`src/logic/prince_pkg.sv`:
```
// ##########################################################
// PRINCE shared definitions
// Widths, block type, S-box, shift-row and round constant tables
// Round layer functions used by every pipeline stage
// ##########################################################
`default_nettype none

package prince_pkg;

    localparam int BLOCK_W     = 64;
    localparam int KEY_W       = 128;
    localparam int NIBBLE_W    = 4;
    localparam int NUM_NIBBLES = 16;
    localparam int HALF_ROUNDS = 5;          // Rounds on each side of the middle layer

    typedef logic [BLOCK_W-1:0] block_t;

    // RC0 .. RC11, RCi ^ RC(11-i) is the alpha constant
    localparam block_t RC [0:11] = '{
        64'h0000000000000000, 64'h13198a2e03707344, 64'ha4093822299f31d0,
        64'h082efa98ec4e6c89, 64'h452821e638d01377, 64'hbe5466cf34e90c6c,
        64'h7ef84f78fd955cb1, 64'h85840851f1ac43aa, 64'hc882d32f25323c54,
        64'h64a51195e0e3610d, 64'hd3b5a399ca0c2399, 64'hc0ac29b7c97c50dd
    };

    localparam logic [NIBBLE_W-1:0] SBOX [0:NUM_NIBBLES-1] = '{
        4'hB, 4'hF, 4'h3, 4'h2, 4'hA, 4'hC, 4'h9, 4'h1,
        4'h6, 4'h7, 4'h8, 4'h0, 4'hE, 4'h5, 4'hD, 4'h4
    };
    localparam logic [NIBBLE_W-1:0] SBOX_INV [0:NUM_NIBBLES-1] = '{
        4'hB, 4'h7, 4'h3, 4'h2, 4'hF, 4'hD, 4'h8, 4'h9,
        4'hA, 4'h6, 4'h4, 4'h0, 4'h5, 4'hE, 4'hC, 4'h1
    };

    // Output nibble i takes input nibble SR[i], nibble 0 is the MSB nibble
    localparam int SR     [0:NUM_NIBBLES-1] = '{0, 5, 10, 15, 4, 9, 14, 3,
                                                8, 13, 2, 7, 12, 1, 6, 11};
    localparam int SR_INV [0:NUM_NIBBLES-1] = '{0, 13, 10, 7, 4, 1, 14, 11,
                                                8, 5, 2, 15, 12, 9, 6, 3};

    // m0..m3 diagonal masks, bit 3 of the nibble is position 0
    localparam logic [NIBBLE_W-1:0] M_MASK [0:3] = '{4'b0111, 4'b1011, 4'b1101, 4'b1110};

    function automatic logic [NIBBLE_W-1:0] get_nibble(block_t b, int idx);
        return b[BLOCK_W-1-NIBBLE_W*idx -: NIBBLE_W];
    endfunction

    function automatic block_t sub_nibbles(block_t b, logic inv);
        block_t r;
        for (int i = 0; i < NUM_NIBBLES; i++)
            r[NIBBLE_W*i +: NIBBLE_W] = inv ? SBOX_INV[b[NIBBLE_W*i +: NIBBLE_W]]
                                            : SBOX[b[NIBBLE_W*i +: NIBBLE_W]];
        return r;
    endfunction

    function automatic block_t nibble_perm(block_t b, logic inv);
        block_t r;
        int src;
        for (int i = 0; i < NUM_NIBBLES; i++)
        begin
            src = inv ? SR_INV[i] : SR[i];
            r[BLOCK_W-1-NIBBLE_W*i -: NIBBLE_W] = get_nibble(b, src);
        end
        return r;
    endfunction

    function automatic block_t s_layer(block_t b);
        return sub_nibbles(b, 1'b0);
    endfunction

    function automatic block_t s_inv_layer(block_t b);
        return sub_nibbles(b, 1'b1);
    endfunction

    function automatic block_t shift_rows(block_t b);
        return nibble_perm(b, 1'b0);
    endfunction

    function automatic block_t shift_rows_inv(block_t b);
        return nibble_perm(b, 1'b1);
    endfunction

    // Block diagonal M0^, M1^, M1^, M0^ over the four 16-bit chunks
    function automatic block_t m_prime(block_t b);
        block_t r;
        logic [NIBBLE_W-1:0] acc;
        int hat;
        for (int q = 0; q < 4; q++)
        begin
            hat = (q == 1 || q == 2) ? 1 : 0;    // Inner chunks use M1^
            for (int row = 0; row < 4; row++)
            begin
                acc = '0;
                for (int col = 0; col < 4; col++)
                    acc ^= get_nibble(b, 4*q + col) & M_MASK[(row + col + hat) % 4];
                r[BLOCK_W-1-NIBBLE_W*(4*q+row) -: NIBBLE_W] = acc;
            end
        end
        return r;
    endfunction

endpackage

`default_nettype wire

```
`src/logic/prince_post_whiten.sv`:
```
// ##########################################################
// PRINCE output stage
// RC11, K1 and K0' whitening into the ciphertext register
// ##########################################################
`timescale 1ns/1ps
`default_nettype none

module prince_post_whiten
(
    input  wire                      clk,
    input  wire                      sys_rst,
    input  wire prince_pkg::block_t  state_in,
    input  wire prince_pkg::block_t  k1_in,
    input  wire prince_pkg::block_t  k0p_in,
    input  wire                      valid_in,
    output prince_pkg::block_t       cipher_text,
    output logic                     out_valid
);

    always_ff @(posedge clk)
    begin
        if (sys_rst)
            out_valid <= 1'b0;
        else
            out_valid <= valid_in;
    end

    // Holds the last result between blocks
    always_ff @(posedge clk)
    begin
        if (valid_in)
            cipher_text <= state_in ^ prince_pkg::RC[11] ^ k1_in ^ k0p_in;   // Key sideband ends here
    end

    // Whole valid chain has been flushed by reset
    a_out_valid_known: assert property (
        @(posedge clk) disable iff (sys_rst) !$isunknown(out_valid)
    ) else $error("out_valid unknown");

endmodule

`default_nettype wire

```
`config.mk`:
```
export PLATFORM = sky130hd
export DESIGN_NAME = prince_post_whiten
export DESIGN_NICKNAME = d
export VERILOG_FILES = /design/src/logic/prince_pkg.sv /design/src/logic/prince_post_whiten.sv
export SDC_FILE = /design/constraint.sdc
export NUM_CORES = 1
export LEC_CHECK = 0
export ABC_CLOCK_PERIOD_IN_PS = 800
export BUFFER_PORTS_ARGS = -buffer_cell sky130_fd_sc_hd__buf_2
export CORE_AREA = 3 3 100 102
export CTS_BUF_LIST = sky130_fd_sc_hd__clkbuf_8
export CTS_CLUSTER_DIAMETER = 50
export CTS_CLUSTER_SIZE = 14
export DETAILED_ROUTE_END_ITERATION = 6
export DIE_AREA = 0 0 103 105
export GPL_TIMING_DRIVEN = 1
export PLACE_DENSITY = 0.86
export SLEW_MARGIN = 20
export SYNTH_ARGS = -nofsm -noshare
export SYNTH_HDL_FRONTEND = slang
export SYNTH_SLANG_ARGS = --single-unit
```
`constraint.sdc`:
```
create_clock -name clk -period 0.8 [get_ports clk]
set_input_delay 0.08 -clock clk [delete_from_list [all_inputs] [get_ports clk]]
set_output_delay 0.08 -clock clk [all_outputs]
set_load 0.005 [all_outputs]
```
# == After elaboration in Yosys (flattened, before gate mapping) ==
# Index checks and enable logic that the tools add are counted.
# totals
out_inout_bits,65
in_bits,195
word_cells,5
regBits,65
# op_classes
n_bitwise,3
# ops
operator,n
XOR 64 bit,2
inverter 32 bit,1

# == Longest topological paths before layout ==
# logic_depth
word_depth,3
depth_mapped,1
mapped_depth_nobuf,1

# == Worst setup path after synthesis ==
# OpenSTA, ideal clock, no wires.
# synth_timing
kind,input-to-reg
from,in k1_in[10]
to,reg cipher_text[10] (data pin)
required_ps,531
t_arrival_ps,436
setup_ps,269
stages,1
path_slack_ps,95
path_buffers,0
cell_sequence,xor3_1
# synth_between
elab_chain_len,2
# synth_rtl
element,line_no,text
start: declaration,prince_post_whiten.sv:13,"input wire prince_pkg::block_t k1_in,"
XOR 64 bit (2 in series),prince_post_whiten.sv:32,cipher_text <= state_in ^ prince_pkg::RC[11] ^ k1_in ^ k0p_in;
end signal: assignment,prince_post_whiten.sv:32,
end: declaration,prince_post_whiten.sv:16,"output prince_pkg::block_t cipher_text,"
# Every way passes these cells.
# A chain may end at the register's enable or synchronous reset.

# == Worst setup path in the final report ==
# layout_timing
from,reg cipher_text[33]
to,out cipher_text[33]
# No word-level cell between the ends.

==> qor.yml <==
outcome: "finished, violations left"
violations: "setup timing"
antenna_found_initial: 0
maxSlewHeadroom: 0.872
drtIter0Drc: 48
synth.most_common_cell: "edfxtp_1"
initial_core_util: 0.373
ys_top_cells_by_area: "edfxtp_1, xor3_1, xnor3_1, dfxtp_1, nor2b_1"
final_layout_size_suffix_gt1_frac: 0.671
synth_cell_type_count: 5
ant_nets: 0
io_buffers: 259
crit_fanout: 1
grt_remaining_overflow: 0
area_growth_pct: 48.4
core_mm2: 0.00920
drc_errors: 0
syn-instance-count: 130
slowest_delay_ps: 420
htree_levels: 3
post_drt_wl_per_cell_um: 16.1
yosysTopAreaCell: "edfxtp_1"
cp_num_buf_inv: 1
ys.flop_type: "edfxtp_1"
fp-row-count: 35
swShare: 0.216
max_freq_mhz: 1020
cts_root_buffer: "clkbuf_8"
drtPass1Iterations: 4
syn_area_per_cell_um2: 26.4
p_leak_uw: 0.00276
cts.sinks: 65
fin_ws_ps: -185
cp.arrival_ps: 910
routed_wl_um: 8370
worstSetupPathType: "flop to primary output"
rsz0062_at_grt: "yes"
hpwl_um: 7100
clk_pin_slew_worst_paths_ps: 70
timing_worst_slew_pin_value_ps: 191
die-area_mm2: 0.0108
fp.dieW_um: 103
dp_slack_ps: -51.3
worstPathRequired_ps: 720
period_needed_ps: 985
numCtsBuffers: 9
grt_max_degree: 34
start_kind: "flop"
drv_cap: 0
ios: 260
setup_viol: 65
power.density_mw_per_mm2: 1780
yosys_register_bits: 65
cp_top_family: "flip-flops"
ys_warn_count: 0
postCtsSetupBuffers: 0
fp.dieH_um: 105
synth_edf_count: 64
syn-num-nets: 325
min_path_type: "input pin to flop"
p_total_uw: 9040
slew_viol_final: 0
grt_pass1_wl_um: 11800
place.gp.congestion: 0.738
grt_usage: 0.148
grt_pass1_vias: 2434
vdd_drop_max_mv: 0.897
finalNetCount: 598
combPwrFrac: 0.225
synth_commonest_cells: "edfxtp_1, xnor3_1, xor3_1"
n_fill_cell: 742
seqPwrFrac: 0.489
path_cells: "buf_2"
vias: 2277
period_share: 1.23
intPower_uw: 7090
synth_top_area_share: 0.560
p_sw_uw: 1960
critPathCaptureType: "primary output"
async_flop_share: 0
yosysSeqAreaShare: 0.566
diodes: 0
cts_tree: "yes"
pwr-share-clk: 0.286
viasPerCell: 4.40
finalHoldViolCount: 0
slowest_stage: "edfxtp_1"
clockBufferDepth: 2
netlist_area_mm2: 0.00343
-- final timing paths --
| check | slack (ps) | end | cells after the start | start |
|---|---|---|---|---|
| worst max-delay path | -190 | cipher_text[33] | 1 | cipher_text[33]$_DFFE_PP_ |
| worst min-delay path | 40 | cipher_text[33]$_DFFE_PP_ | 2 | k0p_in[33] |
-- cells by family (layout without fill, tap and decap cells) --
family / count (synthesis) / in the layout / share of synthesized area
xor+xnor: 64 / 64 / 0.432
buf+inv: 0 / 277 / 0
flops: 65 / 65 / 0.566
simple gates: 1 / 1 / 0.00183
-- state kept, by name (all words and copies together), names as in the netlist --
| signal | flops |
|---|---|
| cipher_text | 64 |
| out_valid | 1 |
-- power groups by stage --
stage	sequential [uW]	clock (uW)	combinational, uW
floorplan	4560	0	843
global placement	4480	0	2000
global route	4470	2850	2210
CTS	4430	2690	2080
finish	4420	2580	2040
detailed placement	4500	0	2080
-- area by class of cell --
| class | count | area [um2] | share of cell area |
|---|---|---|---|
| clock inverter | 6 | 51.3 | 0.0101 |
| clock buffer | 9 | 124 | 0.0243 |
| tap | 111 | 139 | 0.0273 |
| multi-input combinational | 65 | 1490 | 0.292 |
| sequential | 65 | 1940 | 0.382 |
| timing repair buffer | 262 | 1350 | 0.265 |
-- metrics by stage --
step / utilization / setup TNS (ps) / hold slack (ps) / instances / instance area [um2]
after detailed placement: 0.533 / -790 / 237 / 502 / 4900
after CTS: 0.553 / -8750 / 20.1 / 518 / 5090
final: 0.553 / -6730 / 43.5 / 518 / 5090
after global routing: 0.553 / -10730 / 24.1 / 518 / 5090
after floorplan: - / 0 / 152 / 130 / 3430
after global placement: 0.533 / -159 / 235 / 502 / 4900
-- cell usage in the layout (no fill, tap or decap) --
master and instances:
buf_12 2, buf_2 259, bufinv_16 1, clkbuf_8 9, clkinv_1 2, clkinv_2 2
dfxtp_1 1, dlygate4sd3_1 1, edfxtp_1 64, inv_1 1, nor2b_1 1, xnor3_1 32
xor3_1 32
-- routing by layer --
metal / track usage / wire length (um)
met5: 0 / 0
met4: 0.0509 / 120
met3: 0.0601 / 949
met2: 0.283 / 4570
met1: 0.136 / 2720
-- what timing repair did --
| action | in CTS | in global routing |
|---|---|---|
| pin swaps | 0 | 0 |
| hold buffers | 1 | 0 |
| gates resized for setup | 0 | 0 |
| endpoints found under the setup margin | 65 | 65 |
| endpoints found under the hold margin | 1 | 0 |
(Power assumes the default switching activity.)
