<file path="src/logic/prince_pkg.sv">
// ##########################################################
// PRINCE shared definitions
// Widths, block type, S-box, shift-row and round constant tables
// Round layer functions used by every pipeline stage
// ##########################################################
`default_nettype none

package prince_pkg;

    localparam int BLOCK_W     = 64;
    localparam int KEY_W       = 128;
    localparam int NIBBLE_W    = 4;
    localparam int NUM_NIBBLES = 16;
    localparam int HALF_ROUNDS = 5;          // Rounds on each side of the middle layer

    typedef logic [BLOCK_W-1:0] block_t;

    // RC0 .. RC11, RCi ^ RC(11-i) is the alpha constant
    localparam block_t RC [0:11] = '{
        64'h0000000000000000, 64'h13198a2e03707344, 64'ha4093822299f31d0,
        64'h082efa98ec4e6c89, 64'h452821e638d01377, 64'hbe5466cf34e90c6c,
        64'h7ef84f78fd955cb1, 64'h85840851f1ac43aa, 64'hc882d32f25323c54,
        64'h64a51195e0e3610d, 64'hd3b5a399ca0c2399, 64'hc0ac29b7c97c50dd
    };

    localparam logic [NIBBLE_W-1:0] SBOX [0:NUM_NIBBLES-1] = '{
        4'hB, 4'hF, 4'h3, 4'h2, 4'hA, 4'hC, 4'h9, 4'h1,
        4'h6, 4'h7, 4'h8, 4'h0, 4'hE, 4'h5, 4'hD, 4'h4
    };
    localparam logic [NIBBLE_W-1:0] SBOX_INV [0:NUM_NIBBLES-1] = '{
        4'hB, 4'h7, 4'h3, 4'h2, 4'hF, 4'hD, 4'h8, 4'h9,
        4'hA, 4'h6, 4'h4, 4'h0, 4'h5, 4'hE, 4'hC, 4'h1
    };

    // Output nibble i takes input nibble SR[i], nibble 0 is the MSB nibble
    localparam int SR     [0:NUM_NIBBLES-1] = '{0, 5, 10, 15, 4, 9, 14, 3,
                                                8, 13, 2, 7, 12, 1, 6, 11};
    localparam int SR_INV [0:NUM_NIBBLES-1] = '{0, 13, 10, 7, 4, 1, 14, 11,
                                                8, 5, 2, 15, 12, 9, 6, 3};

    // m0..m3 diagonal masks, bit 3 of the nibble is position 0
    localparam logic [NIBBLE_W-1:0] M_MASK [0:3] = '{4'b0111, 4'b1011, 4'b1101, 4'b1110};

    function automatic logic [NIBBLE_W-1:0] get_nibble(block_t b, int idx);
        return b[BLOCK_W-1-NIBBLE_W*idx -: NIBBLE_W];
    endfunction

    function automatic block_t sub_nibbles(block_t b, logic inv);
        block_t r;
        for (int i = 0; i < NUM_NIBBLES; i++)
            r[NIBBLE_W*i +: NIBBLE_W] = inv ? SBOX_INV[b[NIBBLE_W*i +: NIBBLE_W]]
                                            : SBOX[b[NIBBLE_W*i +: NIBBLE_W]];
        return r;
    endfunction

    function automatic block_t nibble_perm(block_t b, logic inv);
        block_t r;
        int src;
        for (int i = 0; i < NUM_NIBBLES; i++)
        begin
            src = inv ? SR_INV[i] : SR[i];
            r[BLOCK_W-1-NIBBLE_W*i -: NIBBLE_W] = get_nibble(b, src);
        end
        return r;
    endfunction

    function automatic block_t s_layer(block_t b);
        return sub_nibbles(b, 1'b0);
    endfunction

    function automatic block_t s_inv_layer(block_t b);
        return sub_nibbles(b, 1'b1);
    endfunction

    function automatic block_t shift_rows(block_t b);
        return nibble_perm(b, 1'b0);
    endfunction

    function automatic block_t shift_rows_inv(block_t b);
        return nibble_perm(b, 1'b1);
    endfunction

    // Block diagonal M0^, M1^, M1^, M0^ over the four 16-bit chunks
    function automatic block_t m_prime(block_t b);
        block_t r;
        logic [NIBBLE_W-1:0] acc;
        int hat;
        for (int q = 0; q < 4; q++)
        begin
            hat = (q == 1 || q == 2) ? 1 : 0;    // Inner chunks use M1^
            for (int row = 0; row < 4; row++)
            begin
                acc = '0;
                for (int col = 0; col < 4; col++)
                    acc ^= get_nibble(b, 4*q + col) & M_MASK[(row + col + hat) % 4];
                r[BLOCK_W-1-NIBBLE_W*(4*q+row) -: NIBBLE_W] = acc;
            end
        end
        return r;
    endfunction

endpackage

`default_nettype wire

</file>
<file path="src/logic/prince_pre_whiten.sv">
// ##########################################################
// PRINCE input stage
// Key split, K0' derivation and pre-whitening register
// ##########################################################
`timescale 1ns/1ps
`default_nettype none

module prince_pre_whiten
(
    input  wire                          clk,
    input  wire                          sys_rst,
    input  wire                          in_valid,
    input  wire [prince_pkg::KEY_W-1:0]  key,         // K1 upper half, K0 lower half
    input  wire prince_pkg::block_t      plain_text,
    output prince_pkg::block_t           state,
    output prince_pkg::block_t           k1,
    output prince_pkg::block_t           k0p,
    output logic                         valid
);

    prince_pkg::block_t k0_w;
    prince_pkg::block_t k1_w;
    prince_pkg::block_t k0p_w;

    assign k1_w = key[prince_pkg::KEY_W-1 -: prince_pkg::BLOCK_W];
    assign k0_w = key[prince_pkg::BLOCK_W-1:0];

    // K0' = (K0 >>> 1) ^ (K0 >> 63)
    assign k0p_w = {k0_w[0], k0_w[prince_pkg::BLOCK_W-1:1]}
                 ^ {{(prince_pkg::BLOCK_W-1){1'b0}}, k0_w[prince_pkg::BLOCK_W-1]};

    always_ff @(posedge clk)
    begin
        if (sys_rst)
            valid <= 1'b0;
        else
            valid <= in_valid;
    end

    // Payload only moves with a block
    always_ff @(posedge clk)
    begin
        if (in_valid)
        begin
            state <= plain_text ^ k0_w ^ k1_w ^ prince_pkg::RC[0];   // K0 and core whitening
            k1    <= k1_w;
            k0p   <= k0p_w;
        end
    end

endmodule

`default_nettype wire

</file>
<file path="config.mk">
export PLATFORM = sky130hd
export DESIGN_NAME = prince_pre_whiten
export DESIGN_NICKNAME = d
export VERILOG_FILES = /design/src/logic/prince_pkg.sv /design/src/logic/prince_pre_whiten.sv
export SDC_FILE = /design/constraint.sdc
export NUM_CORES = 1
export LEC_CHECK = 0
export ABC_AREA = 1
export BUFFER_PORTS_ARGS = -buffer_cell sky130_fd_sc_hd__buf_2
export CORE_AREA = 2 2 151 153
export CTS_CLUSTER_SIZE = 24
export DETAILED_ROUTE_END_ITERATION = 6
export DIE_AREA = 0 0 153 155
export PLACE_DENSITY = 0.65
export SYNTH_ARGS = -nofsm -noshare
export SYNTH_HDL_FRONTEND = slang
export SYNTH_SLANG_ARGS = --single-unit
export TNS_END_PERCENT = 30
</file>
<file path="constraint.sdc">
create_clock -name clk -period 1.35 [get_ports clk]
set_input_delay 0.135 -clock clk [delete_from_list [all_inputs] [get_ports clk]]
set_output_delay 0.135 -clock clk [all_outputs]
set_load 0.02 [all_outputs]
</file>
== After elaboration in Yosys (flattened, before gate mapping) ==
Cells that the tools add are included.

* Output and inout port bits: 193
* Bits in registers: 193

* Bitwise gates (word level): 3

{| class="wikitable"
|+ Operator list
! kind !! number
|-
| 64-bit XOR || 2
|-
| 64-bit by 1-bit XOR with 64-bit output || 1
|}

== Longest topological paths before layout ==
* Depth after elaboration: 2
* Gate-level depth with buffers: 5
* Depth with buffers taken out: 5

== Least setup slack after synthesis ==
No wires, ideal clock.

* Path type: input to register
* Start: input port plain_text[0]
* End: register state[0], data pin
* Required time: 1098 ps
* Arrival time: 338 ps
* Slack: 760 ps
* Stages: 5
* Buffers on the path: 0
* Cell sequence: inv_1 -> nand2_1 -> nand2_1 -> nand2_1 -> nand2_1

* Cells in the longest elaborated chain, start to end: 2

{| class="wikitable"
|+ Ends and longest elaborated chain
! element !! RTL line !! text
|-
| from (decl) || prince_pre_whiten.sv:14 || <nowiki>input wire prince_pkg::block_t plain_text,</nowiki>
|-
| 64-bit XOR (2 in series) || prince_pre_whiten.sv:45 || <nowiki>state <= plain_text ^ k0_w ^ k1_w ^ prince_pkg::RC[0];</nowiki>
|-
| to (signal assigned) || prince_pre_whiten.sv:45 ||
|-
| to (decl) || prince_pre_whiten.sv:15 || <nowiki>output prince_pkg::block_t state,</nowiki>
|}

No other way between the ends.
A chain may end at the register's enable or synchronous reset.

== Worst setup path after layout ==
* Start: register state[63]
* End: output port state[63]

No word-level cell between the ends.

==> impl_metrics.py <==
metrics = {
    "die": {
        "dieArea_um2": 23720,
        "die_h_um": 155,
        "num_rows": 55,
        "ioPinCount": 388,
        "start_util": 0.3621,
        "die_w_um": 153,
        "core_area_um2": 22230,
    },
    "synthesis": {
        "synth.area.top_cells": "edfxtp_1 72%, nand2_1 15%, inv_1 9.0%, nand3_1 4.0%, dfxtp_1 0.25%",
        "yosysWarnings": 0,
        "yosysMostFrequentCell": "nand2_1",
        "synth_area_um2": 8049,
        "async_reset_ff_frac": 0,
        "yosys.area.top_type": "edfxtp_1",
        "synth_edf_count": 192,
        "synth_cell_types": 9,
        "synthesis.nets": 967,
        "netlist.area_leader.share": 0.7163,
        "synth_commonest_cells": "318 x nand2_1, 192 x edfxtp_1, 192 x inv_1",
        "syn_inst": 772,
        "ys.flop_type": "edfxtp_1",
        "ys_ff_latch": 193,
        "seq_area_frac_synth": 0.7188,
        "synth_area_per_cell_um2": 10.43,
    },
    "placement": {
        "place_area_um2": 10530,
        "dpl.hpwl_mm": 16.03,
        "gp_congestion": 0.8032,
        "placedCellCount": 1456,
        "port_buffers": 387,
    },
    "grt": {
        "grt_max_degree": 32,
        "antenna_found_initial": 0,
        "grt-ovfl-total": 0,
        "grt_pass1_wl_mm": 33.15,
        "grt_use_total": 0.1763,
        "grt_pass1_vias": 6938,
    },
    "cells_and_area": {
        "num_antenna_cells": 0,
        "final_cells": 1616,
        "fillers": 1933,
        "area_growth_pct": 53.69,
        "design_area_um2": 12370,
        "drive_gt1_frac": 0.3253,
        "final_nets": 1513,
        "final_util": 0.5565,
    },
    "worst_setup_path": {
        "cp-endpoint": "state[63]",
        "crit_slowest_cell": "edfxtp_1",
        "path_max_fanout": 1,
        "worstPathCellList": "buf_2",
        "crit_required_ps": 1220,
        "start_kind": "register",
        "cp.arrival_ps": 1020,
        "max_stage_delay_ps": 410,
        "cp.depth": 1,
        "crit_buf_inv": 1,
        "cp_top_family": "flip-flops",
        "critPathLaunch": "state[63]$_DFFE_PP_",
        "critical_path_class": "register to primary output",
        "end_kind": "primary output",
    },
    "clock_tree": {
        "cts_tree": "done",
        "htreeDepth": 4,
        "cts_buffer_depth": 2,
        "ctsHoldBuffers": 128,
        "clockRootBuffer": "clkbuf_16",
        "clk_pin_slew_ps": 70,
        "cts.sinks": 193,
        "post-cts-setup-buffers": 0,
        "numCtsBuffers": 17,
        "ctsResizeCount": 0,
    },
    "timing": {
        "final-setup-viol-count": 0,
        "slew_viol_final": 0,
        "tightest_slew_ps": 212.8,
        "timing.fmax_ghz": 0.8626,
        "fin_crit_ps": 1159,
        "slew_headroom": 0.8581,
        "fin_tns_setup_ps": 0,
        "hold-worst-slack_ps": 62.12,
        "rsz0062_at_grt": "no",
        "hold_violations": 0,
        "fin_crit_sh": 0.8588,
    },
    "drt": {
        "vias_per_cell": 4.290,
        "wl_mm": 21.18,
        "postRouteAntennaNets": 0,
        "via_count": 6932,
        "wire_per_inst_um": 13.10,
        "drc_errors": 0,
        "drt_iter0_markers": 251,
        "dr.pass1.iters": 4,
    },
    "pwr": {
        "p_per_area_nw_per_um2": 1194,
        "p_leak_uw": 0.006453,
        "max-vdd-ir-drop_v": 0.0007945,
    },
    "min_path": {
        "min_path_type": "input pin to register",
        "min_from": "key[1]",
    },
    "run": {
        "maxCapViolations": 0,
    },
    "outcome": {
        "outcome": "finished clean",
    },
}
[metrics by stage]
stage / power (uW) / setup slack [ps]
2_1_floorplan: 8590 / 759.7
3_3_place_gp: 9713 / 364.7
3_5_place_dp: 9772 / 360.1
4_1_cts: 14930 / 156.5
5_1_grt: 15410 / 140.4
6_report: 14770 / 190.7
[kinds of logic after synthesis]
kind of cell | Yosys count | share of synthesized area
buf+inv | 193 | 0.09000
flops | 193 | 0.7188
xor+xnor | 1 | 0.001088
simple gates | 385 | 0.1901
[where the power goes]
group	switching, uW	internal, uW	leakage (uW)
clock	2370	2480	0.000272
sequential	135	7180	0.00189
combinational	1570	1030	0.00430
total	4080	10700	0.00645
[routing by layer]
| metal | global-route usage | wire length [um] |
|---|---|---|
| met2 | 0.3280 | 11070 |
| met1 | 0.1867 | 7899 |
| met4 | 0.06481 | 465 |
| met5 | 0 | 0 |
| met3 | 0.05682 | 1737 |
[cell usage in the layout (no fill, tap or decap), types with 3 or more instances in the layout]
| cell | netlist | routed |
|---|---|---|
| edfxtp_1 | 192 | 192 |
| nand2_1 | 318 | 318 |
| clkbuf_16 | 0 | 17 |
| nand3_1 | 64 | 64 |
| buf_12 | 0 | 7 |
| dlygate4sd3_1 | 0 | 128 |
| buf_2 | 0 | 386 |
| inv_6 | 0 | 4 |
| buf_4 | 0 | 5 |
| clkinv_4 | 0 | 3 |
| inv_1 | 192 | 192 |
[sequential cells by signal (all words and copies together) (netlist names)]
register,count
valid,1
k1,64
state,64
k0p,64
[worst min path at each step]
stage                             endpoint  slack, ps  cells past startpoint
final                     k0p[0]$_DFFE_PP_         60                      2
after global routing      k0p[0]$_DFFE_PP_         40                      2
after CTS                 k0p[0]$_DFFE_PP_         30                      2
after detailed placement  valid$_SDFF_PP0_        290                      2
after global placement    valid$_SDFF_PP0_        290                      2
after floorplan           valid$_SDFF_PP0_        210                      1
[final cells by class]
type	instances	area [um2]	area share
repair buffers	527	3402	0.2750
flip-flops and latches	193	5786	0.4677
inverters	193	724.4	0.05856
multi-input cells	386	1539	0.1244
clock inverters	13	120.1	0.009710
clock buffers	19	442.9	0.03580
well taps	285	356.6	0.02883
(Power assumes the default switching activity.)
