--- src/logic/prince_pkg.sv ---
// ##########################################################
// PRINCE shared definitions
// Widths, block type, S-box, shift-row and round constant tables
// Round layer functions used by every pipeline stage
// ##########################################################
`default_nettype none

package prince_pkg;

    localparam int BLOCK_W     = 64;
    localparam int KEY_W       = 128;
    localparam int NIBBLE_W    = 4;
    localparam int NUM_NIBBLES = 16;
    localparam int HALF_ROUNDS = 5;          // Rounds on each side of the middle layer

    typedef logic [BLOCK_W-1:0] block_t;

    // RC0 .. RC11, RCi ^ RC(11-i) is the alpha constant
    localparam block_t RC [0:11] = '{
        64'h0000000000000000, 64'h13198a2e03707344, 64'ha4093822299f31d0,
        64'h082efa98ec4e6c89, 64'h452821e638d01377, 64'hbe5466cf34e90c6c,
        64'h7ef84f78fd955cb1, 64'h85840851f1ac43aa, 64'hc882d32f25323c54,
        64'h64a51195e0e3610d, 64'hd3b5a399ca0c2399, 64'hc0ac29b7c97c50dd
    };

    localparam logic [NIBBLE_W-1:0] SBOX [0:NUM_NIBBLES-1] = '{
        4'hB, 4'hF, 4'h3, 4'h2, 4'hA, 4'hC, 4'h9, 4'h1,
        4'h6, 4'h7, 4'h8, 4'h0, 4'hE, 4'h5, 4'hD, 4'h4
    };
    localparam logic [NIBBLE_W-1:0] SBOX_INV [0:NUM_NIBBLES-1] = '{
        4'hB, 4'h7, 4'h3, 4'h2, 4'hF, 4'hD, 4'h8, 4'h9,
        4'hA, 4'h6, 4'h4, 4'h0, 4'h5, 4'hE, 4'hC, 4'h1
    };

    // Output nibble i takes input nibble SR[i], nibble 0 is the MSB nibble
    localparam int SR     [0:NUM_NIBBLES-1] = '{0, 5, 10, 15, 4, 9, 14, 3,
                                                8, 13, 2, 7, 12, 1, 6, 11};
    localparam int SR_INV [0:NUM_NIBBLES-1] = '{0, 13, 10, 7, 4, 1, 14, 11,
                                                8, 5, 2, 15, 12, 9, 6, 3};

    // m0..m3 diagonal masks, bit 3 of the nibble is position 0
    localparam logic [NIBBLE_W-1:0] M_MASK [0:3] = '{4'b0111, 4'b1011, 4'b1101, 4'b1110};

    function automatic logic [NIBBLE_W-1:0] get_nibble(block_t b, int idx);
        return b[BLOCK_W-1-NIBBLE_W*idx -: NIBBLE_W];
    endfunction

    function automatic block_t sub_nibbles(block_t b, logic inv);
        block_t r;
        for (int i = 0; i < NUM_NIBBLES; i++)
            r[NIBBLE_W*i +: NIBBLE_W] = inv ? SBOX_INV[b[NIBBLE_W*i +: NIBBLE_W]]
                                            : SBOX[b[NIBBLE_W*i +: NIBBLE_W]];
        return r;
    endfunction

    function automatic block_t nibble_perm(block_t b, logic inv);
        block_t r;
        int src;
        for (int i = 0; i < NUM_NIBBLES; i++)
        begin
            src = inv ? SR_INV[i] : SR[i];
            r[BLOCK_W-1-NIBBLE_W*i -: NIBBLE_W] = get_nibble(b, src);
        end
        return r;
    endfunction

    function automatic block_t s_layer(block_t b);
        return sub_nibbles(b, 1'b0);
    endfunction

    function automatic block_t s_inv_layer(block_t b);
        return sub_nibbles(b, 1'b1);
    endfunction

    function automatic block_t shift_rows(block_t b);
        return nibble_perm(b, 1'b0);
    endfunction

    function automatic block_t shift_rows_inv(block_t b);
        return nibble_perm(b, 1'b1);
    endfunction

    // Block diagonal M0^, M1^, M1^, M0^ over the four 16-bit chunks
    function automatic block_t m_prime(block_t b);
        block_t r;
        logic [NIBBLE_W-1:0] acc;
        int hat;
        for (int q = 0; q < 4; q++)
        begin
            hat = (q == 1 || q == 2) ? 1 : 0;    // Inner chunks use M1^
            for (int row = 0; row < 4; row++)
            begin
                acc = '0;
                for (int col = 0; col < 4; col++)
                    acc ^= get_nibble(b, 4*q + col) & M_MASK[(row + col + hat) % 4];
                r[BLOCK_W-1-NIBBLE_W*(4*q+row) -: NIBBLE_W] = acc;
            end
        end
        return r;
    endfunction

endpackage

`default_nettype wire

--- src/logic/prince_middle.sv ---
// ##########################################################
// PRINCE middle layer
// S, M', S inverse with no key or constant, registered
// ##########################################################
`timescale 1ns/1ps
`default_nettype none

module prince_middle
(
    input  wire                      clk,
    input  wire                      sys_rst,
    input  wire prince_pkg::block_t  state_in,
    input  wire prince_pkg::block_t  k1_in,
    input  wire prince_pkg::block_t  k0p_in,
    input  wire                      valid_in,
    output prince_pkg::block_t       state_out,
    output prince_pkg::block_t       k1_out,
    output prince_pkg::block_t       k0p_out,
    output logic                     valid_out
);

    prince_pkg::block_t sub_out;
    prince_pkg::block_t lin_out;

    // Involutive core, no shift rows here
    assign sub_out = prince_pkg::s_layer(state_in);
    assign lin_out = prince_pkg::m_prime(sub_out);

    always_ff @(posedge clk)
    begin
        if (sys_rst)
            valid_out <= 1'b0;
        else
            valid_out <= valid_in;
    end

    always_ff @(posedge clk)
    begin
        if (valid_in)
        begin
            state_out <= prince_pkg::s_inv_layer(lin_out);
            k1_out    <= k1_in;
            k0p_out   <= k0p_in;      // Unused until post-whitening
        end
    end

endmodule

`default_nettype wire

--- config.mk ---
export PLATFORM = sky130hd
export DESIGN_NAME = prince_middle
export DESIGN_NICKNAME = d
export VERILOG_FILES = /design/src/logic/prince_pkg.sv /design/src/logic/prince_middle.sv
export SDC_FILE = /design/constraint.sdc
export NUM_CORES = 1
export LEC_CHECK = 0
export ABC_AREA = 1
export ABC_CLOCK_PERIOD_IN_PS = 4750
export BUFFER_PORTS_ARGS = -buffer_cell sky130_fd_sc_hd__buf_2
export CAP_MARGIN = 15
export CELL_PAD_IN_SITES_DETAIL_PLACEMENT = 0
export CELL_PAD_IN_SITES_GLOBAL_PLACEMENT = 1
export CORE_UTILIZATION = 41
export CTS_CLUSTER_SIZE = 10
export DETAILED_ROUTE_END_ITERATION = 8
export GPL_TIMING_DRIVEN = 0
export PLACE_DENSITY = 0.95
export SETUP_SLACK_MARGIN = 0.05
export SLEW_MARGIN = 0
export SYNTH_ARGS = -nofsm -noshare
export SYNTH_HDL_FRONTEND = slang
export SYNTH_SLANG_ARGS = --single-unit
--- constraint.sdc ---
create_clock -name clk -period 4.75 [get_ports clk]
set_clock_uncertainty 0.15 [all_clocks]
set_input_delay 0.475 -clock clk [delete_from_list [all_inputs] [get_ports clk]]
set_output_delay 0.475 -clock clk [all_outputs]
set_load 0.005 [all_outputs]
; ---- Word-level counts from Yosys, hierarchy flattened
; Memory sizes are Yosys's and may differ from the RTL's. A register that Yosys moved wholly into a read port is not among the register bits.
; Cells that the tools add are included.
[classes]
n_reduce_logical = 0
n_shift = 0
div_mod_pow = 0
n_addsub = 0
n_mul = 0
n_eq_ne = 0
mux = 32
order_cmp = 16
bitwise = 80
[op_table]
columns = cell, n
row1 = NOT 4 -> 5 bit, 32
row2 = two-way mux 4 bit, 32
row3 = XOR 4 bit, 32
row4 = >= comparator 5 bit (second input constant), 16
row5 = XOR 4 x 3 -> 4 bit, 12
row6 = XOR 3 x 4 -> 4 bit, 4
[totals]
latchBits = 0
memories = 32
mem_bits_ro = 2048
ram_bits = 0
register_bits = 129
[memory_table]
columns = memory, words, width, read_ports, rd_ports_with_merged_regs, wr, line
row1 = (no name shown), 16, 4, 1, 1, 0, prince_pkg.sv:51  ; r[NIBBLE_W*i +: NIBBLE_W] = inv ? SBOX_INV[b[NIBBLE_W*i +: NIBBLE_W]]
row2 = (no name shown), 16, 4, 1, 1, 0, prince_pkg.sv:51
row3 = (no name shown), 16, 4, 1, 1, 0, prince_pkg.sv:51
row4 = (no name shown), 16, 4, 1, 1, 0, prince_pkg.sv:51
row5 = (no name shown), 16, 4, 1, 1, 0, prince_pkg.sv:51
row6 = (no name shown), 16, 4, 1, 1, 0, prince_pkg.sv:51
row7 = +26 memories, --, --, --, --, --, --

; ---- Logic depth before layout (Yosys ltp)
[depth]
depth_word = 8
ltp_mapped = 18

; ---- Worst setup path before layout
; No wires, ideal clock.
[synth_path]
path_type = input -> register
startpoint = input port state_in[60]
endpoint = register state_out[55] (data pin)
path_slack_ns = 2.348
arrival_time_ns = 1.997
path_buffers = 0
setup_ns = 0.255
stages = 15
path_cell_list = inv_1 ha_1 inv_1 nand2_1 nand3_1 nand2_2 inv_1 nand2_1 nand2_1 nand2_1 nand2_1 inv_1 ha_1 nand3b_1 and2_1
[synth_between]
elab_chain_len = 8
[synth_lines]
columns = item, line
row1 = start: declaration, prince_middle.sv:12  ; input wire prince_pkg::block_t state_in,
row2 = NOT 4 -> 5 bit (implied by the code), prince_pkg.sv:52  ; : SBOX[b[NIBBLE_W*i +: NIBBLE_W]];
row3 = memory (16 x 4 bit), --
row4 = two-way mux 4 bit (implied by the code) (2 in a row), prince_pkg.sv:52
row5 = XOR 4 bit, prince_pkg.sv:95  ; acc ^= get_nibble(b, 4*q + col) & M_MASK[(row + col + hat) % 4];
row6 = XOR 4 x 3 -> 4 bit, prince_pkg.sv:95
row7 = XOR 4 bit, prince_pkg.sv:95
row8 = NOT 4 -> 5 bit (implied by the code), prince_pkg.sv:51
row9 = end: declaration, prince_middle.sv:16  ; output prince_pkg::block_t state_out,
; Every way passes these cells. The select of a mux whose other input is x is not followed.
; A chain may end at the register's enable or synchronous reset.

; ---- Worst setup path after layout
[layout_path]
startpoint = input port state_in[57]
endpoint = register state_out[63] (data pin)
[layout_between]
elab_chain_len = 8
[layout_lines]
columns = item, line
row1 = NOT 4 -> 5 bit (implied by the code), prince_pkg.sv:52
row2 = memory (16 x 4 bit), --
row3 = two-way mux 4 bit (implied by the code) (2 in a row), prince_pkg.sv:52
row4 = XOR 3 x 4 -> 4 bit, prince_pkg.sv:95
row5 = XOR 4 bit (2 in a row), prince_pkg.sv:95
row6 = NOT 4 -> 5 bit (implied by the code), prince_pkg.sv:51
; Every way passes these cells. The select of a mux whose other input is x is not followed.

==> summary.txt <==
Die W: 185 µm
Clock Sinks: 193
CTS tree: done
First DRT Iteration DRCs: 617
Critical Path, Cell by Cell: buf_2, inv_1, ha_1, inv_1, nand2_1, nand3_1, nand2_1, nand2_1, nand3_1, nand2_1, inv_1, ha_1, inv_1, nand2_1, nor2_2, a21oi_1
Max Root-Sink Buffers: 2
Max Cap Violations: 0
final WL: 35600 µm
DPL Wire Length: 29100 µm
crit-path max FO: 5
maximum clock rate: 0.412 GHz
Root Driver: clkbuf_16
Critical Path AT: 2480 ps
unrepaired setup endpoints after global routing: false
critical path type: input port to flip-flop
HP Start: k1_in[5]
global-route wire length before repair: 55600 µm
Top Family by Delay on Critical Path: simple AND/OR/NAND/NOR gates
Post-synth ARST share: 0%
initial antenna violation count: 1
H-tree levels: 4
Synth Warn #: 0
layout cells sized above 1: 27.4%
Area growth, synth to finish: 22.5%
Req. time, crit path: 4810 ps
crit start category: input port
CP startpoint: state_in[57]
DRC Markers: 0
Avg WL per Cell: 13.5 µm
Tot GR Track Use: 20.7%
internal power: 3490 µW
count of input and output buffers: 382
synth cell count leaders: nand2_1 (779), nand3_1 (207), edfxtp_1 (192)
Final setup viols: 0
drt first pass iters: 7
top cell type's share of synthesized area: 41.9%
most common cell in the netlist: nand2_1
Combinational Power Share: 31.8%
Final Cell Area: 16800 µm²
Synth Register Bits: 193
Placer Congestion: 0.878
crit end category: flip-flop
Final Cycle Share: 51.0%
io pins: 388
max-slew violations: 0
Synth Cell Area: 13700 µm²
die height: 185 µm
Fin. Hold Viols: 0
Area after DPL: 16200 µm²
Crit path top cell by count: nand2_1
Max-slew headroom: 52.7%
pin count of the biggest net entering global routing: 107
Buf/Inv on CP: 5
Min Clock Period, post-route: 2420 ps
EDFF count, synth: 192
CP max-delay cell: ha_1
site row count: 66
Post-Syn Instances: 1781
vias in the first global route: 11.8k
setup TNS: 0 ps
leak pwr: 0.00884 µW
Num CTS Buffers: 17
DIE AREA: 34300 µm²
top cells by area, synth: edfxtp_1 (42%), nand2_1 (21%), ha_1 (10%)
CTS clk-pin slew, worst paths: 80 ps
status: completed
slowest stage delay, CP: 330 ps
Switch Pwr: 1810 µW
Tightest Pin Transition: 710 ps
Seq/Total Area, Yosys: 42.1%
post-synth net total: 2087
DR vias: 12.7k
number of library cell types mapped by synthesis: 34
nets: 2490
cell taking the most area after synthesis: edfxtp_1
prevailing post-synth register cell: edfxtp_1
initial cell density of the core: 41.9%
diode count: 0
GRT overflow: 0
pwr dens: 315 nW/µm²
WHS: 34.4 ps
Power Total: 5300 µW
Clock power frac: 26.7%
Sw Ratio: 34.1%
Hold Path Class: input port to flip-flop
sequential power share: 41.5%
Vias/cell: 4.83
Core ar.: 32800 µm²
worst IR drop on VDD: 0.237 mV
Mapped Avg Cell Area: 7.72 µm²
Final ANT Viol Nets: 0
[power groups by stage]
stage                     sequential, µW  combinational [µW]  clock, µW
after floorplan                     2260                1020          0
after global placement              2240                1640          0
after detailed placement            2240                1670          0
after CTS                           2200                1680       1460
after global routing                2220                1920       1520
final                               2200                1680       1420
[path summary, 6_finish.rpt]
check / to / slack [ps] / cells past startpoint
worst max-delay path: state_out[63] / 2330 / 16
worst min-delay path: k1_out[5] / 30 / 1
[flip-flops by register name, indices dropped and copies added, names as in the netlist]
register / cells
k0p_out: 64
k1_out: 64
state_out: 64
valid_out: 1
[kinds of logic (layout without fill, tap and decap cells)]
| kind of cell | after synthesis | in the layout | share of synthesized area, % |
|---|---|---|---|
| simple gates | 1146 | 1146 | 36.1 |
| buf+inv | 224 | 640 | 6.35 |
| flops | 193 | 193 | 42.1 |
| fa+ha+maj | 111 | 111 | 10.1 |
| compound gates | 102 | 102 | 4.93 |
| xor+xnor | 3 | 3 | 0.246 |
| mux | 2 | 2 | 0.146 |
[repair_timing]
| action | in CTS | in global routing |
|---|---|---|
| endpoints found under the hold margin | 1 | 0 |
| hold buffers | 1 | 0 |
| buffers inserted | 0 | 0 |
| setup endpoints to repair | 0 | 0 |
| resized for setup | 0 | 0 |
[placed cells by master (no fill, tap or decap), drive strengths merged, types with 2 or more instances in the layout]
| master | Yosys | layout |
|---|---|---|
| a21oi | 28 | 28 |
| and2 | 5 | 5 |
| buf | 8 | 391 |
| clkbuf | 0 | 17 |
| clkinv | 1 | 8 |
| clkinvlp | 0 | 2 |
| edfxtp | 192 | 192 |
| ha | 111 | 111 |
| inv | 215 | 220 |
| mux2i | 2 | 2 |
| nand2 | 855 | 855 |
| nand3 | 222 | 222 |
| nand3b | 4 | 4 |
| nand4 | 2 | 2 |
| nor2 | 56 | 56 |
| o211ai | 9 | 9 |
| o21a | 2 | 2 |
| o21ai | 61 | 61 |
| o21bai | 2 | 2 |
| or2 | 2 | 2 |
| xor2 | 3 | 3 |
[metrics by stage]
| step | worst slack, ps | utilization (%) | cells |
|---|---|---|---|
| floorplan | 2350 | - | 1781 |
| global placement | 649 | 49.4 | 2605 |
| detailed placement | 1880 | 49.6 | 2606 |
| CTS | 2360 | 51.4 | 2639 |
| global route | 2140 | 51.4 | 2639 |
| finish | 2330 | 51.4 | 2639 |
[final cells by class]
cell class | count | area, µm²
inverter | 216 | 823
buffer | 8 | 50.0
multi-input combinational | 1364 | 7090
fill | 3137 | 15900
clock inverter | 15 | 153
timing repair buffer | 384 | 1960
clock buffer | 17 | 425
sequential | 193 | 5790
tap | 442 | 553
[layer usage]
metal	track usage [%]	up-vias	share of wire, %
li1	-	6551	-
met1	24.9	5758	44
met2	36.2	380	48
met3	4.40	44	6.1
met4	7.21	2	2.2
met5	0	-	0.036
Note: power is estimated with default switching activity, not from simulation.
