<file path="config.mk">
export PLATFORM = sky130hd
export DESIGN_NAME = prince_rev_round
export DESIGN_NICKNAME = d
export VERILOG_FILES = /design/src/logic/prince_pkg.sv /design/src/logic/prince_rev_round.sv
export SDC_FILE = /design/constraint.sdc
export NUM_CORES = 1
export LEC_CHECK = 0
export BUFFER_PORTS_ARGS = -buffer_cell sky130_fd_sc_hd__buf_2
export CAP_MARGIN = 20
export CELL_PAD_IN_SITES_DETAIL_PLACEMENT = 0
export CELL_PAD_IN_SITES_GLOBAL_PLACEMENT = 1
export CORE_MARGIN = 5
export CORE_UTILIZATION = 36
export DETAILED_ROUTE_END_ITERATION = 12
export GPL_TIMING_DRIVEN = 0
export PLACE_DENSITY_LB_ADDON = 0.15
export SLEW_MARGIN = 15
export SYNTH_ARGS = -nofsm -noshare
export SYNTH_HDL_FRONTEND = slang
export SYNTH_SLANG_ARGS = --single-unit
</file>
<file path="constraint.sdc">
create_clock -name clk -period 2.2 [get_ports clk]
set_input_delay 0.44 -clock clk [delete_from_list [all_inputs] [get_ports clk]]
set_output_delay 0.44 -clock clk [all_outputs]
set_load 0.01 [all_outputs]
</file>
<file path="src/logic/prince_pkg.sv">
// ##########################################################
// PRINCE shared definitions
// Widths, block type, S-box, shift-row and round constant tables
// Round layer functions used by every pipeline stage
// ##########################################################
`default_nettype none

package prince_pkg;

    localparam int BLOCK_W     = 64;
    localparam int KEY_W       = 128;
    localparam int NIBBLE_W    = 4;
    localparam int NUM_NIBBLES = 16;
    localparam int HALF_ROUNDS = 5;          // Rounds on each side of the middle layer

    typedef logic [BLOCK_W-1:0] block_t;

    // RC0 .. RC11, RCi ^ RC(11-i) is the alpha constant
    localparam block_t RC [0:11] = '{
        64'h0000000000000000, 64'h13198a2e03707344, 64'ha4093822299f31d0,
        64'h082efa98ec4e6c89, 64'h452821e638d01377, 64'hbe5466cf34e90c6c,
        64'h7ef84f78fd955cb1, 64'h85840851f1ac43aa, 64'hc882d32f25323c54,
        64'h64a51195e0e3610d, 64'hd3b5a399ca0c2399, 64'hc0ac29b7c97c50dd
    };

    localparam logic [NIBBLE_W-1:0] SBOX [0:NUM_NIBBLES-1] = '{
        4'hB, 4'hF, 4'h3, 4'h2, 4'hA, 4'hC, 4'h9, 4'h1,
        4'h6, 4'h7, 4'h8, 4'h0, 4'hE, 4'h5, 4'hD, 4'h4
    };
    localparam logic [NIBBLE_W-1:0] SBOX_INV [0:NUM_NIBBLES-1] = '{
        4'hB, 4'h7, 4'h3, 4'h2, 4'hF, 4'hD, 4'h8, 4'h9,
        4'hA, 4'h6, 4'h4, 4'h0, 4'h5, 4'hE, 4'hC, 4'h1
    };

    // Output nibble i takes input nibble SR[i], nibble 0 is the MSB nibble
    localparam int SR     [0:NUM_NIBBLES-1] = '{0, 5, 10, 15, 4, 9, 14, 3,
                                                8, 13, 2, 7, 12, 1, 6, 11};
    localparam int SR_INV [0:NUM_NIBBLES-1] = '{0, 13, 10, 7, 4, 1, 14, 11,
                                                8, 5, 2, 15, 12, 9, 6, 3};

    // m0..m3 diagonal masks, bit 3 of the nibble is position 0
    localparam logic [NIBBLE_W-1:0] M_MASK [0:3] = '{4'b0111, 4'b1011, 4'b1101, 4'b1110};

    function automatic logic [NIBBLE_W-1:0] get_nibble(block_t b, int idx);
        return b[BLOCK_W-1-NIBBLE_W*idx -: NIBBLE_W];
    endfunction

    function automatic block_t sub_nibbles(block_t b, logic inv);
        block_t r;
        for (int i = 0; i < NUM_NIBBLES; i++)
            r[NIBBLE_W*i +: NIBBLE_W] = inv ? SBOX_INV[b[NIBBLE_W*i +: NIBBLE_W]]
                                            : SBOX[b[NIBBLE_W*i +: NIBBLE_W]];
        return r;
    endfunction

    function automatic block_t nibble_perm(block_t b, logic inv);
        block_t r;
        int src;
        for (int i = 0; i < NUM_NIBBLES; i++)
        begin
            src = inv ? SR_INV[i] : SR[i];
            r[BLOCK_W-1-NIBBLE_W*i -: NIBBLE_W] = get_nibble(b, src);
        end
        return r;
    endfunction

    function automatic block_t s_layer(block_t b);
        return sub_nibbles(b, 1'b0);
    endfunction

    function automatic block_t s_inv_layer(block_t b);
        return sub_nibbles(b, 1'b1);
    endfunction

    function automatic block_t shift_rows(block_t b);
        return nibble_perm(b, 1'b0);
    endfunction

    function automatic block_t shift_rows_inv(block_t b);
        return nibble_perm(b, 1'b1);
    endfunction

    // Block diagonal M0^, M1^, M1^, M0^ over the four 16-bit chunks
    function automatic block_t m_prime(block_t b);
        block_t r;
        logic [NIBBLE_W-1:0] acc;
        int hat;
        for (int q = 0; q < 4; q++)
        begin
            hat = (q == 1 || q == 2) ? 1 : 0;    // Inner chunks use M1^
            for (int row = 0; row < 4; row++)
            begin
                acc = '0;
                for (int col = 0; col < 4; col++)
                    acc ^= get_nibble(b, 4*q + col) & M_MASK[(row + col + hat) % 4];
                r[BLOCK_W-1-NIBBLE_W*(4*q+row) -: NIBBLE_W] = acc;
            end
        end
        return r;
    endfunction

endpackage

`default_nettype wire

</file>
<file path="src/logic/prince_rev_round.sv">
// ##########################################################
// PRINCE reverse round R6..R10
// RC and K1 addition, SR inverse, M', S inverse, registered
// ##########################################################
`timescale 1ns/1ps
`default_nettype none

module prince_rev_round
#(
    parameter int round_idx = 6              // HALF_ROUNDS+1 .. 2*HALF_ROUNDS
)
(
    input  wire                      clk,
    input  wire                      sys_rst,
    input  wire prince_pkg::block_t  state_in,
    input  wire prince_pkg::block_t  k1_in,
    input  wire prince_pkg::block_t  k0p_in,
    input  wire                      valid_in,
    output prince_pkg::block_t       state_out,
    output prince_pkg::block_t       k1_out,
    output prince_pkg::block_t       k0p_out,
    output logic                     valid_out
);

    prince_pkg::block_t key_out;
    prince_pkg::block_t lin_out;

    // Key addition comes first on this side
    assign key_out = state_in ^ prince_pkg::RC[round_idx] ^ k1_in;
    assign lin_out = prince_pkg::m_prime(prince_pkg::shift_rows_inv(key_out));   // M inverse

    always_ff @(posedge clk)
    begin
        if (sys_rst)
            valid_out <= 1'b0;
        else
            valid_out <= valid_in;
    end

    always_ff @(posedge clk)
    begin
        if (valid_in)
        begin
            state_out <= prince_pkg::s_inv_layer(lin_out);
            k1_out    <= k1_in;
            k0p_out   <= k0p_in;
        end
    end

    // K1 has crossed every earlier stage with the block
    a_k1_known: assert property (
        @(posedge clk) disable iff (sys_rst) valid_in |-> !$isunknown(k1_in)
    ) else $error("k1 unknown with a valid block in reverse round %0d", round_idx);

endmodule

`default_nettype wire

</file>
; ---- Word level (Yosys, flattened, before mapping)
; Memories as Yosys holds them, arrays and structs flattened. A register that Yosys moved wholly into a read port is not among the register bits.
; Cells that the tools add are included.
[word_totals]
word_cells = 85
memories = 16
output_inout_bits = 193
inputBits = 195
rom_bits = 1024
reg_bits = 129
[mem_list]
columns = name, words, word_bits, read_ports, rd_clocked_by_memory_dff, write_ports, line_no
row1 = (name not given), 16, 4, 1, 1, 0, prince_pkg.sv:51  ; r[NIBBLE_W*i +: NIBBLE_W] = inv ? SBOX_INV[b[NIBBLE_W*i +: NIBBLE_W]]
row2 = (name not given), 16, 4, 1, 1, 0, prince_pkg.sv:51
row3 = (name not given), 16, 4, 1, 1, 0, prince_pkg.sv:51
row4 = (name not given), 16, 4, 1, 1, 0, prince_pkg.sv:51
row5 = (name not given), 16, 4, 1, 1, 0, prince_pkg.sv:51
row6 = (name not given), 16, 4, 1, 1, 0, prince_pkg.sv:51
row7 = +10 memories, n/a, n/a, n/a, n/a, n/a, n/a
[op_classes]
bitwise_logic = 66
[ops]
columns = operator, count
row1 = $xor 4x4->4, 32
row2 = $not 4->5, 16
row3 = $xor 64x64->64, 1
row4 = $xor 4x3->4, 12
row5 = $not 39->39, 1
row6 = $xor 3x4->4, 4

; ---- Depth between registers and ports, before layout
; Gate-level depths: netlist of run 1.
[depth]
ltp_word = 6
depth_mapped = 7
mapped_depth_nobuf = 7

; ---- Worst setup path before layout of run 1
; OpenSTA, ideal clock, no wires.
[synth_path]
path_kind = input -> register
startpoint = input port k1_in[44]
endpoint = register state_out[34] (data pin)
stages = 5
n_path_buf = 0
slack_ns = 0.006
t_arrival_ns = 1.922
setup_ns = 0.272
t_required_ns = 1.928
cell_sequence = xnor2_1 > xnor3_1 > inv_1 > ha_1 > mux4_2
[synth_between]
elab_chain_cells = 5
[synth_lines]
columns = element, line_no
row1 = start: declaration, prince_rev_round.sv:16  ; input wire prince_pkg::block_t k1_in,
row2 = $xor 64x64->64, prince_rev_round.sv:29  ; assign key_out = state_in ^ prince_pkg::RC[round_idx] ^ k1_in;
row3 = $xor 3x4->4, prince_pkg.sv:95  ; acc ^= get_nibble(b, 4*q + col) & M_MASK[(row + col + hat) % 4];
row4 = $xor 4x4->4 (2 in series), prince_pkg.sv:95
row5 = $not 4->5, n/a
row6 = end: declaration, prince_rev_round.sv:19  ; output prince_pkg::block_t state_out,
; No other way between the ends.
; A chain may end at the register's enable or synchronous reset.

; ---- Worst setup path in the final report of run 1
; Ends and elaborated chain as after synthesis.

==> flow_summary_export.csv, run 1 <==
group,metric,value,unit
run_status,status,"finished, final reports clean",
worst_setup_path,critPathMaxFanout,4,
clock_tree,post_cts_buffers,0,
clock_tree,clockRootBuffer,"clkbuf_16",
finish,fin_nets,1188,
clock_tree,cts_resized,0,
timing,tns,0,ns
die,dieArea,30600,µm²
die,die_height,175,µm
logic_synthesis,synth_nets,781,
finish,stdcell_area,12800,µm²
routing,drc,0,
global_routing,overflow,0,
global_routing,grt_pass1_wl,36500,µm
timing,fin_crit_sh,91.3,%
die,io_pins,388,
global_routing,antenna_found_initial,4,
logic_synthesis,synth_compound_area_share,5.77,%
die,start_util,36.5,%
die,rows,60,
logic_synthesis,synth_top_family_by_area,"XOR/XNOR gates",
logic_synthesis,synth-main-ff-cell,"edfxtp_1",
place,portBuffers,387,
power,ir_worst_vdd,0.393,mV
clock_tree,clock-sinks,193,
timing,hold_viol,0,
die,fp.dieW,175,µm
finish,multi_input_area,3940,µm²
timing,drv_slew,0,
timing,fmax,498,MHz
timing,tightest_slew,0.728,ns
logic_synthesis,avgSynthCellArea,17.2,µm²
worst_setup_path,start_kind,"input port",
finish,layout-drive-gt1-share,44.7,%
routing,ant_nets,0,
worst_setup_path,crit_chain,"buf_2, xnor2_1, xnor3_1, inv_1, ha_1, mux4_2",
worst_setup_path,crit_type,"in -> reg",
worst_setup_path,arrival,2.18,ns
logic_synthesis,synth_area,9810,µm²
timing,min_period,2.01,ns
finish,regArea,5790,µm²
logic_synthesis,synth-seq-area-share,59.0,%
finish,diodes,0,
worst_setup_path,end_kind,"flop",
logic_synthesis,synth_seq_cells,193,
place,dpl.hpwl,18600,µm
logic_synthesis,syn_inst,569,
logic_synthesis,synthAdderAreaFrac,2.17,%
global_routing,grt.total_usage,15.4,%
logic_synthesis,async_reset_ff_share,0,%
job,cap_violations,0,
power,power_density,978,nW/µm²
worst_setup_path,crit_required,2.37,ns
routing,wl,24100,µm
global_routing,grt_max_degree,105,
place,dpl-instance-area,12200,µm²
finish,area_growth,30.2,%
worst_hold_path,min_path_type,"in -> reg",
timing,grt_setup_unrepaired,"false",
clock_tree,tritoncts,"yes",
worst_setup_path,crit_start,"k1_in[44]",
routing,wl_per_cell,18.1,µm
worst_setup_path,cp_slowest_cell,"xnor3_1",
worst_setup_path,endpoint,"state_out[34]",
global_routing,grt_pass1_vias,6265,
power,leakage,5.76,nW
logic_synthesis,synth_edf_count,192,
routing,dr.pass1.iters,4,
clock_tree,clock_path_buffers,2,
clock_tree,htree_levels,4,
routing,via_per_inst,4.65,
logic_synthesis,synth_xor_area_share,25.9,%
clock_tree,hold_buffers,0,
timing,setup_viol,0,
logic_synthesis,post_synth_num_cell_types,43,
timing,slew-limit-headroom,51.5,%
place,gp_congestion,0.745,
worst_setup_path,slowest_delay,0.46,ns
routing,vias,6183,
routing,drt_iter0_drc,267,
logic_synthesis,synth_warnings,0,
worst_hold_path,hold_path_depth,2,
logic_synthesis,synth_mux_area_share,2.18,%
clock_tree,cts_buffers,17,
clock_tree,clk_pin_slew_worst_paths,0.08,ns
die,core-area,26900,µm²
logic_synthesis,synthSimpleGateAreaFrac,4.17,%
finish,fillers,2417,
-- worst min-delay path by stage --
stage	slack, ns	to	from
finish	0.16	valid_out	sys_rst
detailed placement	0.60	valid_out	sys_rst
global route	0.15	valid_out	sys_rst
CTS	0.13	valid_out	sys_rst
floorplan	0.51	valid_out	sys_rst
global placement	0.60	valid_out	sys_rst
-- kinds of logic after synthesis --
| kind of cell | after synthesis |
|---|---|
| compound gates | 81 |
| xor+xnor | 159 |
| fa+ha+maj | 17 |
| buf+inv | 22 |
| flops | 193 |
| mux | 20 |
| simple gates | 77 |
-- worst max-delay path, delay by kind of cell --
kind | cells | cell delay (ns)
xor gates and xnor gates | 2 | 0.84
buffers and inverters | 2 | 0.21
muxes | 1 | 0.45
adders and majority gates | 1 | 0.24
-- sequential cells by signal (all words and copies together) (netlist names) --
name / cells
k0p_out: 64
valid_out: 1
k1_out: 64
state_out: 64
-- report_power, final --
group	total [W]	switching, W	internal, W
Combinational	0.00439	0.00227	0.00212
Clock	0.00308	0.00150	0.00158
Sequential	0.00502	0.000131	0.00489
Total	0.0125	0.00391	0.00858
-- cells in the final DEF, fill, tap and decap left out, drive strengths merged, types with 9 or more instances in the layout --
master,netlist,final
a21oi,17,17
a221oi,11,11
a31o,9,9
buf,0,388
clkbuf,0,17
edfxtp,192,192
ha,17,17
inv,22,26
mux2i,18,18
nand2,18,18
nor2,10,10
nor3,18,18
nor3b,10,10
o21ai,14,14
xnor2,66,66
xnor3,58,58
xor2,22,22
xor3,13,13
-- through the flow --
stage | power [W] | std cells | utilization [%] | setup WS [ns] | hold slack (ns)
6_report | 0.0125 | 1329 | 47.5 | 0.192 | 0.157
5_1_grt | 0.0133 | 1329 | 47.5 | 0.0748 | 0.149
3_3_place_gp | 0.00955 | 1297 | 45.3 | -2.01 | 0.597
2_1_floorplan | 0.00806 | 569 | - | 0.00585 | 0.512
3_5_place_dp | 0.00954 | 1298 | 45.4 | -0.285 | 0.598
4_1_cts | 0.0127 | 1329 | 47.5 | 0.198 | 0.129
-- routing by layer --
layer	up-vias	GRT usage (%)	share of wire (%)
met4	8	4.55	1.6
met3	30	5.86	9.4
met5	-	0	0.24
li1	2995	-	-
met1	2893	19.3	41
met2	257	25.2	48
-- synthesized netlist by cell type (all sizes together), types with 13 or more instances --
cell    count  area (µm²)
edfxtp    192        5770
xnor2      66         721
xnor3      58        1310
inv        22        82.6
xor2       22         200
mux2i      18         180
nand2      18        67.6
nor3       18        90.1
a21oi      17        85.1
ha         17         213
o21ai      14        70.1
xor3       13         312
-- layout make-up --
| class | count | area share (%) |
|---|---|---|
| Clock inverter | 14 | 1.04 |
| Inverter | 22 | 0.647 |
| Clock buffer | 17 | 3.33 |
| Sequential cell | 193 | 45.3 |
| Multi-Input combinational cell | 354 | 30.9 |
| Tap cell | 341 | 3.34 |
| Timing Repair Buffer | 388 | 15.5 |
Note: power is estimated with default switching activity, not from simulation.
==> run 2, diff against run 1 <==
--- a/config.mk
+++ b/config.mk
@@ -8,12 +8,13 @@
 export BUFFER_PORTS_ARGS = -buffer_cell sky130_fd_sc_hd__buf_2
 export CAP_MARGIN = 20
 export CELL_PAD_IN_SITES_DETAIL_PLACEMENT = 0
-export CELL_PAD_IN_SITES_GLOBAL_PLACEMENT = 1
+export CELL_PAD_IN_SITES_GLOBAL_PLACEMENT = 2
 export CORE_MARGIN = 5
-export CORE_UTILIZATION = 36
+export CORE_UTILIZATION = 30
 export DETAILED_ROUTE_END_ITERATION = 12
 export GPL_TIMING_DRIVEN = 0
 export PLACE_DENSITY_LB_ADDON = 0.15
+export RECOVER_POWER = 100
 export SLEW_MARGIN = 15
 export SYNTH_ARGS = -nofsm -noshare
 export SYNTH_HDL_FRONTEND = slang
==> flow_summary_export.csv, run 2 (synthesis gave the netlist of run 1 again) <==
group,metric,value,unit
die,rows,66,
worst_setup_path,arrival,2.09,ns
routing,wl,25000,µm
global_routing,grt_pass1_vias,6081,
worst_setup_path,start_kind,"input port",
worst_setup_path,slowest_delay,0.82,ns
place,dpl-instance-area,12400,µm²
finish,multi_input_area,3940,µm²
power,p_int,0.00852,W
finish,diodes,0,
routing,drt_iter0_drc,221,
clock_tree,hold_buffers,0,
routing,ant_nets,0,
power,ir_worst_vdd,0.494,mV
clock_tree,htree_levels,4,
timing,fmax,497,MHz
clock_tree,post_cts_buffers,0,
place,dpl.hpwl,19700,µm
power,p_comb_share,34.1,%
finish,final_cell_mix,"clkbuf_1, edfxtp_1, buf_2",
worst_hold_path,min_path_type,"in -> reg",
finish,area_growth,28.4,%
timing,setup_viol,0,
global_routing,grt_pass1_wl,36300,µm
clock_tree,cts_buffers,17,
clock_tree,clock-sinks,193,
die,die_height,191,µm
place,gp_congestion,0.719,
timing,hold_viol,0,
clock_tree,clock_path_buffers,2,
place,portBuffers,387,
routing,wl_per_cell,17.5,µm
global_routing,grt.total_usage,13.3,%
timing,fin_crit_sh,91.4,%
power,p_switching,0.00389,W
finish,fin_nets,1189,
worst_setup_path,cp_slowest_cell,"clkbuf_4",
worst_setup_path,end_kind,"flop",
finish,layout-drive-gt1-share,18.5,%
global_routing,grt_max_degree,89,
die,fp.dieW,191,µm
routing,dr.pass1.iters,4,
clock_tree,cts_resized,0,
timing,tightest_slew,0.966,ns
power,switching_share,31.3,%
job,cap_violations,0,
routing,via_per_inst,4.31,
finish,stdcell_area,12600,µm²
run_status,status,"finished, final reports clean",
power,power_frac_seq,40.7,%
clock_tree,clk_pin_slew_worst_paths,0.07,ns
die,core-area,32400,µm²
power,power_density,985,nW/µm²
clock_tree,clockRootBuffer,"clkbuf_16",
routing,vias,6176,
worst_setup_path,critPathMaxFanout,88,
power,leakage,5.06,nW
worst_setup_path,cp.buffers_inverters,3,
finish,regArea,5790,µm²
global_routing,antenna_found_initial,7,
clock_tree,tritoncts,"yes",
global_routing,overflow,0,
finish,final_common_cell,"clkbuf_1",
power,p_clk_share,25.3,%
finish,fillers,3209,
timing,drv_slew,0,
die,start_util,30.3,%
worst_setup_path,critical_path.top_delay_family,"buffers and inverters",
timing,min_period,2.01,ns
die,io_pins,388,
worst_setup_path,crit_type,"in -> reg",
finish,reg_top3,"k0p_out (64), k1_out (64), state_out (64)",
finish,final_util,38.9,%
timing,grt_setup_unrepaired,"false",
worst_setup_path,crit_chain,"buf_8, clkbuf_4, buf_12",
routing,drc,0,
worst_setup_path,crit_required,2.28,ns
die,dieArea,36400,µm²
timing,slew-limit-headroom,35.6,%
[run 2: cell count changes in the layout (fill, tap and decap cells not counted), moves of 2 or more]
cell / before / now
buf_2: 386 / 127
clkbuf_1: 0 / 259
inv_6: 1 / 4
clkinvlp_4: 4 / 2
inv_8: 3 / 1
[run 2: path summary, 6_finish.rpt]
| check | start | to | slack [ns] | cells after the start |
|---|---|---|---|---|
| setup / recovery | valid_in | state_out[63] | 0.19 | 3 |
| hold / removal | sys_rst | valid_out | 0.15 | 2 |
[run 2: area by class of cell]
class / instances / area share [%]
Sequential cell: 193 / 45.9
Multi-Input combinational cell: 354 / 31.3
Timing Repair Buffer: 389 / 13.1
Tap cell: 442 / 4.39
Clock buffer: 17 / 3.38
Clock inverter: 15 / 1.24
Inverter: 22 / 0.656
[run 2: routing by layer]
layer  wire, µm  vias to the layer above  GRT usage [%]
met5         92                        -              0
li1           -                     3005              -
met3       2530                       31           5.60
met1       9610                     2903           15.4
met4        381                       14           4.06
met2      12400                      223           22.5
[run 2: per-stage QoR]
step                      hold slack, ns  setup slack [ns]  TNS (ns)  power, W  std cells
after detailed placement           0.598            -0.335     -7.25   0.00958       1400
after global routing               0.116            0.0493         0    0.0132       1432
final                              0.147             0.190         0    0.0124       1432
after floorplan                    0.512           0.00585         0   0.00806        569
after global placement             0.599             -2.14   -414.54   0.00961       1398
after CTS                          0.108             0.162         0    0.0128       1432
[run 2: power by group through the flow]
| stage | Combinational (W) | Clock [W] | Sequential [W] |
|---|---|---|---|
| after global routing | 0.00469 | 0.00344 | 0.00511 |
| after detailed placement | 0.00448 | 0 | 0.00511 |
| final | 0.00422 | 0.00313 | 0.00505 |
| after global placement | 0.00449 | 0 | 0.00512 |
| after floorplan | 0.00258 | 0 | 0.00548 |
| after CTS | 0.00451 | 0.00328 | 0.00504 |
